$ cat src/hw/uart_consts.svh
`ifndef UART_CONSTS_SVH
`define UART_CONSTS_SVH

// Serial timing
`define UART_CLKS_PER_BIT 8

// Number of 16-bit words the receive FIFO can hold
`define UART_FIFO_DEPTH 8

// Register byte offsets on the APB port
`define UART_REG_DATA   12'h000
`define UART_REG_STATUS 12'h004
`define UART_REG_COUNT  12'h008
`define UART_REG_CTRL   12'h00C

`endif

$ cat src/hw/apb_pkg.sv
`default_nettype none

package apb_pkg;

    typedef logic [11:0] apb_addr_t;
    typedef logic [31:0] apb_data_t;

    // Slave side of one access, setup through completion
    typedef enum logic [1:0] {
        APB_IDLE,
        APB_FETCH,
        APB_DONE
    } apb_state_e;

endpackage

`default_nettype wire

$ cat src/hw/uart_pkg.sv
`default_nettype none

package uart_pkg;

    typedef logic [7:0] byte_t;   // One received character
    typedef logic [15:0] word_t;  // Two characters, low byte first
    typedef logic [15:0] count_t; // Number of finished words, wraps

    // Receiver frame position
    typedef enum logic [1:0] {
        RX_IDLE,
        RX_START,
        RX_DATA,
        RX_STOP
    } rx_state_e;

    // Which half of the word comes next
    typedef enum logic {
        ASM_LOW,
        ASM_HIGH
    } asm_state_e;

endpackage

`default_nettype wire

$ cat src/hw/uart_apb_regs.sv
`default_nettype none

`include "uart_consts.svh"

module uart_apb_regs (
    input  wire                                    clk,
    input  wire                                    rst,
    input  wire                                    psel,
    input  wire                                    penable,
    input  wire                                    pwrite,
    input  wire apb_pkg::apb_addr_t                paddr,
    input  wire apb_pkg::apb_data_t                pwdata,
    input  wire uart_pkg::word_t                   rd_word,
    input  wire [$clog2(`UART_FIFO_DEPTH+1)-1:0]   level,
    input  wire                                    overflow,
    input  wire                                    frame_err,
    input  wire uart_pkg::count_t                  word_count,
    output apb_pkg::apb_data_t                     prdata,
    output logic                                   pready,
    output logic                                   pslverr,
    output logic                                   pop,
    output logic                                   clear
);

    localparam int LVL_W = $clog2(`UART_FIFO_DEPTH + 1);

    apb_pkg::apb_state_e state;
    apb_pkg::apb_data_t rd_val;
    logic acc_err;
    logic access;
    logic frame_seen;

    assign access = (state == apb_pkg::APB_FETCH) && psel && penable;
    assign pready = (state == apb_pkg::APB_DONE);

    always_comb begin
        rd_val  = '0;
        acc_err = 1'b0;
        case (paddr)
            `UART_REG_DATA: begin
                rd_val  = apb_pkg::apb_data_t'(rd_word);
                acc_err = !pwrite && (level == '0); // Nothing to read
            end
            `UART_REG_STATUS: begin
                rd_val[0]          = (level != '0);
                rd_val[1]          = overflow;
                rd_val[2]          = frame_seen;
                rd_val[8 +: LVL_W] = level;
            end
            `UART_REG_COUNT: rd_val = apb_pkg::apb_data_t'(word_count);
            `UART_REG_CTRL:  rd_val = '0;
            default:         acc_err = 1'b1;
        endcase
    end

    always_ff @(posedge clk or negedge rst) begin
        if (!rst) begin
            state      <= apb_pkg::APB_IDLE;
            pslverr    <= 1'b0;
            pop        <= 1'b0;
            clear      <= 1'b0;
            frame_seen <= 1'b0;
        end else begin
            pop   <= access && !pwrite && (paddr == `UART_REG_DATA) && !acc_err;
            clear <= access && pwrite && (paddr == `UART_REG_CTRL) && pwdata[0];
            if (clear) begin
                frame_seen <= 1'b0;
            end else if (frame_err) begin
                frame_seen <= 1'b1;
            end
            case (state)
                apb_pkg::APB_IDLE: begin
                    if (psel && !penable) state <= apb_pkg::APB_FETCH;
                end
                apb_pkg::APB_FETCH: begin
                    if (access) begin
                        state   <= apb_pkg::APB_DONE;
                        pslverr <= acc_err;
                    end else if (!psel) begin
                        state <= apb_pkg::APB_IDLE;
                    end
                end
                apb_pkg::APB_DONE: begin
                    state   <= apb_pkg::APB_IDLE;
                    pslverr <= 1'b0;
                end
                default: state <= apb_pkg::APB_IDLE;
            endcase
        end
    end

    always_ff @(posedge clk) begin
        if (access) prdata <= rd_val;
    end

    assert property (@(posedge clk) disable iff (!rst) pready |-> psel && penable)
        else $error("uart_apb_regs: pready outside an access phase");

endmodule

`default_nettype wire

$ cat src/hw/uart_rx.sv
`default_nettype none

`include "uart_consts.svh"

module uart_rx (
    input  wire             clk,
    input  wire             rst,
    input  wire             rxd,
    output logic            byte_valid,
    output uart_pkg::byte_t rx_byte,
    output logic            frame_err
);

    localparam int CPB = `UART_CLKS_PER_BIT;
    localparam int CNT_W = $clog2(CPB);
    localparam logic [CNT_W-1:0] CNT_LAST = CNT_W'(CPB - 1);
    localparam logic [CNT_W-1:0] CNT_HALF = CNT_W'(CPB / 2 - 1);

    logic rxd_meta;
    logic rxd_sync;
    uart_pkg::rx_state_e state;
    logic [CNT_W-1:0] cnt;
    logic [2:0] bit_idx;

    always_ff @(posedge clk or negedge rst) begin
        if (!rst) begin
            rxd_meta <= 1'b1; // Line idles high
            rxd_sync <= 1'b1;
        end else begin
            rxd_meta <= rxd;
            rxd_sync <= rxd_meta;
        end
    end

    always_ff @(posedge clk or negedge rst) begin
        if (!rst) begin
            state      <= uart_pkg::RX_IDLE;
            cnt        <= '0;
            bit_idx    <= '0;
            byte_valid <= 1'b0;
            frame_err  <= 1'b0;
        end else begin
            byte_valid <= 1'b0;
            frame_err  <= 1'b0;
            case (state)
                uart_pkg::RX_IDLE: begin
                    cnt <= '0;
                    if (!rxd_sync) begin
                        state <= uart_pkg::RX_START;
                    end
                end
                uart_pkg::RX_START: begin
                    if (cnt == CNT_HALF) begin
                        cnt     <= '0;
                        bit_idx <= '0;
                        // A start bit that is high again at mid-bit was a glitch
                        state   <= rxd_sync ? uart_pkg::RX_IDLE : uart_pkg::RX_DATA;
                    end else begin
                        cnt <= cnt + 1'b1;
                    end
                end
                uart_pkg::RX_DATA: begin
                    if (cnt == CNT_LAST) begin
                        cnt     <= '0;
                        bit_idx <= bit_idx + 1'b1;
                        if (bit_idx == 3'd7) begin
                            state <= uart_pkg::RX_STOP;
                        end
                    end else begin
                        cnt <= cnt + 1'b1;
                    end
                end
                uart_pkg::RX_STOP: begin
                    if (cnt == CNT_LAST) begin
                        cnt        <= '0;
                        byte_valid <= rxd_sync;  // Strobe lands mid stop bit
                        frame_err  <= !rxd_sync;
                        state      <= uart_pkg::RX_IDLE;
                    end else begin
                        cnt <= cnt + 1'b1;
                    end
                end
                default: state <= uart_pkg::RX_IDLE;
            endcase
        end
    end

    // Data bits arrive LSB first
    always_ff @(posedge clk) begin
        if (state == uart_pkg::RX_DATA && cnt == CNT_LAST) begin
            rx_byte <= {rxd_sync, rx_byte[7:1]};
        end
    end

    assert property (@(posedge clk) disable iff (!rst) !(byte_valid && frame_err))
        else $error("uart_rx: byte strobe and frame error in the same cycle");

endmodule

`default_nettype wire

$ cat src/hw/uart_word_asm.sv
`default_nettype none

module uart_word_asm (
    input  wire              clk,
    input  wire              rst,
    input  wire              byte_valid,
    input  wire              uart_pkg::byte_t rx_byte,
    input  wire              clear,
    output logic             word_valid,
    output uart_pkg::word_t  word,
    output uart_pkg::count_t word_count
);

    uart_pkg::asm_state_e state;
    uart_pkg::byte_t low_byte;

    always_ff @(posedge clk or negedge rst) begin
        if (!rst) begin
            state      <= uart_pkg::ASM_LOW;
            word_valid <= 1'b0;
            word_count <= '0;
        end else begin
            word_valid <= 1'b0;
            if (clear) begin
                state      <= uart_pkg::ASM_LOW; // Drops a waiting low byte
                word_count <= '0;
            end else if (byte_valid) begin
                case (state)
                    uart_pkg::ASM_LOW: begin
                        state <= uart_pkg::ASM_HIGH;
                    end
                    uart_pkg::ASM_HIGH: begin
                        state      <= uart_pkg::ASM_LOW;
                        word_valid <= 1'b1;
                        word_count <= word_count + 1'b1; // Wraps at 16 bits
                    end
                    default: state <= uart_pkg::ASM_LOW;
                endcase
            end
        end
    end

    always_ff @(posedge clk) begin
        if (byte_valid) begin
            if (state == uart_pkg::ASM_LOW) begin
                low_byte <= rx_byte;
            end else begin
                word <= {rx_byte, low_byte};
            end
        end
    end

    // Two bytes are needed per word and each takes a whole frame
    assert property (@(posedge clk) disable iff (!rst) word_valid |=> !word_valid)
        else $error("uart_word_asm: word strobe in two consecutive cycles");

endmodule

`default_nettype wire

$ cat src/hw/uart_word_top.sv
`default_nettype none

`include "uart_consts.svh"

module uart_word_top (
    input  wire                clk,
    input  wire                rst,
    input  wire                rxd,
    input  wire                psel,
    input  wire                penable,
    input  wire                pwrite,
    input  wire apb_pkg::apb_addr_t paddr,
    input  wire apb_pkg::apb_data_t pwdata,
    output apb_pkg::apb_data_t prdata,
    output logic               pready,
    output logic               pslverr
);

    logic byte_valid;
    logic frame_err;
    uart_pkg::byte_t rx_byte;
    logic word_valid;
    uart_pkg::word_t word;
    uart_pkg::count_t word_count;
    uart_pkg::word_t rd_word;
    logic [$clog2(`UART_FIFO_DEPTH+1)-1:0] level;
    logic overflow;
    logic pop;
    logic clear;

    uart_rx u_uart_rx (
        .clk        (clk),
        .rst        (rst),
        .rxd        (rxd),
        .byte_valid (byte_valid),
        .rx_byte    (rx_byte),
        .frame_err  (frame_err)
    );

    uart_word_asm u_uart_word_asm (
        .clk        (clk),
        .rst        (rst),
        .byte_valid (byte_valid),
        .rx_byte    (rx_byte),
        .clear      (clear),
        .word_valid (word_valid),
        .word       (word),
        .word_count (word_count)
    );

    word_fifo u_word_fifo (
        .clk      (clk),
        .rst      (rst),
        .push     (word_valid),
        .wr_word  (word),
        .pop      (pop),
        .clear    (clear),
        .rd_word  (rd_word),
        .level    (level),
        .overflow (overflow)
    );

    uart_apb_regs u_uart_apb_regs (
        .clk        (clk),
        .rst        (rst),
        .psel       (psel),
        .penable    (penable),
        .pwrite     (pwrite),
        .paddr      (paddr),
        .pwdata     (pwdata),
        .rd_word    (rd_word),
        .level      (level),
        .overflow   (overflow),
        .frame_err  (frame_err),
        .word_count (word_count),
        .prdata     (prdata),
        .pready     (pready),
        .pslverr    (pslverr),
        .pop        (pop),
        .clear      (clear)
    );

endmodule

`default_nettype wire

$ cat src/hw/word_fifo.sv
`default_nettype none

`include "uart_consts.svh"

module word_fifo #(
    parameter int DEPTH = `UART_FIFO_DEPTH
) (
    input  wire                          clk,
    input  wire                          rst,
    input  wire                          push,
    input  wire uart_pkg::word_t         wr_word,
    input  wire                          pop,
    input  wire                          clear,
    output uart_pkg::word_t              rd_word,
    output logic [$clog2(DEPTH+1)-1:0]   level,
    output logic                         overflow
);

    localparam int PTR_W = $clog2(DEPTH);
    localparam int LVL_W = $clog2(DEPTH + 1);

    uart_pkg::word_t mem [DEPTH];
    logic [PTR_W-1:0] wr_ptr;
    logic [PTR_W-1:0] rd_ptr;
    logic do_push;
    logic do_pop;

    function automatic logic [PTR_W-1:0] next_ptr(input logic [PTR_W-1:0] ptr);
        return (ptr == PTR_W'(DEPTH - 1)) ? '0 : ptr + 1'b1;
    endfunction

    assign do_pop  = pop && (level != '0);
    assign do_push = push && ((level != LVL_W'(DEPTH)) || do_pop); // Full but popping is fine
    assign rd_word = mem[rd_ptr];

    always_ff @(posedge clk or negedge rst) begin
        if (!rst) begin
            wr_ptr   <= '0;
            rd_ptr   <= '0;
            level    <= '0;
            overflow <= 1'b0;
        end else if (clear) begin
            wr_ptr   <= '0;
            rd_ptr   <= '0;
            level    <= '0;
            overflow <= 1'b0;
        end else begin
            if (do_push) wr_ptr <= next_ptr(wr_ptr);
            if (do_pop) rd_ptr <= next_ptr(rd_ptr);
            if (do_push && !do_pop) begin
                level <= level + 1'b1;
            end else if (do_pop && !do_push) begin
                level <= level - 1'b1;
            end
            if (push && !do_push) overflow <= 1'b1; // Word is lost
        end
    end

    always_ff @(posedge clk) begin
        if (do_push) mem[wr_ptr] <= wr_word;
    end

    assert property (@(posedge clk) disable iff (!rst) pop |-> level != '0)
        else $error("word_fifo: pop while empty");

endmodule

`default_nettype wire

$ cat config.mk
export PLATFORM = sky130hd
export DESIGN_NAME = uart_word_top
export DESIGN_NICKNAME = d
export VERILOG_FILES = /design/src/hw/apb_pkg.sv /design/src/hw/uart_pkg.sv /design/src/hw/uart_apb_regs.sv /design/src/hw/uart_rx.sv /design/src/hw/uart_word_asm.sv /design/src/hw/uart_word_top.sv /design/src/hw/word_fifo.sv
export VERILOG_INCLUDE_DIRS = /design/src /design/src/hw
export SDC_FILE = /design/constraint.sdc
export NUM_CORES = 1
export LEC_CHECK = 0
export BUFFER_PORTS_ARGS = -buffer_cell sky130_fd_sc_hd__buf_2
export CAP_MARGIN = 20
export CORE_MARGIN = 4
export CORE_UTILIZATION = 50
export DETAILED_ROUTE_END_ITERATION = 8
export PLACE_DENSITY_LB_ADDON = 0.3
export SLEW_MARGIN = 20
export SYNTH_ARGS = -nofsm -noshare
export SYNTH_HDL_FRONTEND = slang
export SYNTH_SLANG_ARGS = --single-unit
$ cat constraint.sdc
create_clock -name clk -period 6.6 [get_ports clk]
set_input_delay 0.66 -clock clk [delete_from_list [all_inputs] [get_ports clk]]
set_output_delay 0.66 -clock clk [all_outputs]
set_load 0.01 [all_outputs]
==> metrics <==
critical-path cell list or3_1 > o21ai_2 > inv_2 > ha_1 > inv_1 > ha_1 > a21oi_1 > a211oi_1 > a31oi_1 > mux2_1; Hold Path Class input port to asynchronous set/reset pin; root buf cell clkbuf_16; Post-DP HPWL 10.2 mm; # rows 48; crit end category flop; drt total wl ~17 mm; Final nets 666; post-synthesis area per instance about 16 µm²; Synth top area share 0.583; total gr overflow 0; proportion of layout cells with a drive suffix above 1 0.183; Antenna Nets Post-Route 0; vias in the first global route 4834; synth warn 0; Synth area leaders edfxtp_1, dfrtp_1, mux4_2; Post-Syn Instances 556; Die Y between 100 and 150 µm; family with the most delay on the worst path compound AO/OA/AOI/OAI gates; Netlist Area Pre-Place around 0.0091 mm²; Design Power 2.91 mW; Fill cells 1342; vias per inst a little under 6; setup TNS 0 ps; die width roughly 140 µm; DRT Pass-1 Iters 5; # hold bufs at CTS 0; CP max FO 9; Synth Flop Type edfxtp_1; Layout area overhead 11.9%; Worst Skew ~16 ps; CP max-delay cell o21ai_2; fin crit period around 3100 ps; Max Clk Rate 318 MHz; CTS tree built; worst path bufs/invs 2; Worst slew margin 0.300; first-pass GRT wire length 26.7 mm; post-synthesis sequential area ratio 0.713; Post-synth EDFFs 176; most common cell after layout, fill and taps aside edfxtp_1; die area about 0.020 mm²; outcome finished, final reports clean; post-layout worst setup margin between 3000 and 4000 ps; DR vias 4856; commonest non-fill, non-tap cells in the layout edfxtp_1, dfrtp_1, buf_2; CP required between 6000 and 7000 ps; #FFs+latches synth 223; unrepaired setup endpoints after global routing false; clock sink count 223; I/O pin count 84; startpoint types flop; async set-reset flop share out of synthesis 0.211; Unique masters post-synth 50; Final Hold Violating Endpoints 0; post-cts sizing count 0; register area 0.00647 mm²; count of final setup violators 0; Clock transition at path regs 60 ps; Worst path max stage delay 540 ps; CTS Buf Count 23; CTS Buffer Depth 3; DRC viols 0; Final Max Slew Viols 0; GRT Total Usage 0.169; type of the worst setup path flop to flop; PD cells between 200 and 300 mW/mm²; WP data arrival 3530 ps; antenna violations before repair 0; DP Worst Slack 3510 ps; Multi-input gate area about 0.0024 mm²; cell mode on critical path ha_1; placed insts 796; max-cap violation count 0; largest net degree at the start of global routing between 40 and 50; Initial Util 0.517; # diodes 0; core region area 0.0175 mm²; leak pwr between 3 and 4 nW; Clk Latency, worst-skew pair 520 ps; fin util 0.579; placer congestion estimate 0.793; worst vdd ir roughly 0.2 mV; port bufs 36; Post-CTS Setup Inserts 0; Synth area leader edfxtp_1; htree depth 1; worst-margin pin slew 1050 ps; drt wl/cell between 20 and 25 µm; fin cells 837; First DRT Iteration DRCs between 300 and 400; Final period util 0.477
## state kept, by name, indices dropped and copies added (netlist names), 2 cells and up, named ones only
signal,cells
u_uart_word_asm.word_count,16
u_uart_word_asm.word,16
u_word_fifo.wr_ptr,3
u_uart_rx.cnt,3
u_word_fifo.rd_ptr,3
u_uart_word_asm.low_byte,8
u_uart_rx.rx_byte,8
u_word_fifo.level,4
u_uart_apb_regs.state,2
u_word_fifo.mem,128
u_uart_apb_regs.prdata,16
u_uart_rx.bit_idx,3
## synth_stat cells (2+ instances only)
master      n
nor2_1     33
a21oi_1    26
buf_1       5
inv_1      13
nand2b_1    8
ha_1       19
nand4_1     6
mux4_2     28
clkbuf_1   10
xor2_1     10
mux2i_1     7
or3_1      16
and2_1      2
nand3_1     9
dfrtp_1    45
nor4_1      3
and4_1      4
nand2_1    26
o21ai_1     4
nor3_1     17
buf_2       4
buf_6       3
o21ai_0     5
o22ai_1     9
xnor2_1     3
a22oi_1     7
edfxtp_1  176
nor2b_1    16
mux4_1      4
buf_4      17
dfstp_2     2
## kinds of logic after synthesis
family	after synthesis	share of synthesized area
flip-flops	223	0.713
AO/OA/AOI/OAI	59	0.0384
buffers and inverters	54	0.0342
other	1	0.000414
multiplexers	40	0.0901
XOR/XNOR	13	0.0126
adder cells (fa/ha/maj)	20	0.0284
AND/OR/NAND/NOR	146	0.0831
## power by group
part	internal, mW	leakage (nW)	switching (mW)
Combinational	0.0553	1.04	0.0898
Clock	0.724	0.348	0.513
Sequential	1.52	2.26	0.0138
## layout make-up
class,count,area share
sequential,223,0.637
multi-input combinational,294,0.237
clock buffer,27,0.0582
tap,225,0.0277
timing repair buffer,40,0.0210
clock inverter,14,0.0138
inverter,14,0.00518
## stage by stage
stage | hold slack, ps | cell area, µm²
final | 145 | 10100
after global routing | 179 | 10100
after CTS | 224 | 10100
after detailed placement | 351 | 9410
after global placement | 347 | 9410
after floorplan | 345 | 9120
## routing by layer
metal	up-vias	share of wire	track usage
li1	2169	-	-
met1	2486	0.44	0.247
met2	172	0.48	0.273
met3	29	0.058	0.0261
met4	0	0.022	0.0425
met5	-	0	0
## worst register-to-register path: cells and delay by family (launching register included)
family | cells | cell delay, ps
compound gates | 4 | 1050
mux | 1 | 330
flops | 1 | 440
simple gates | 1 | 430
buf+inv | 2 | 250
fa+ha+maj | 2 | 530
## final timing paths
check                                                  from                           endpoint  slack [ps]  depth (start not counted)
setup / recovery           u_word_fifo.level[0]$_DFFE_PN0P_   u_word_fifo.level[3]$_DFFE_PN0P_        3450                         10
hold / removal                                          rst         u_uart_rx.cnt[1]$_DFF_PN0_         140                          1
setup reg to reg           u_word_fifo.level[0]$_DFFE_PN0P_   u_word_fifo.level[3]$_DFFE_PN0P_        3450                         10
hold reg to reg                u_uart_rx.rxd_meta$_DFF_PN1_       u_uart_rx.rxd_sync$_DFF_PN1_         350                          0
max in group asynchronous                               rst  u_word_fifo.rd_ptr[0]$_DFFE_PN0P_        5990                          1
min in group clk                                        rxd       u_uart_rx.rxd_meta$_DFF_PN1_         250                          1
No activity file was read; power rests on OpenSTA's default activity.
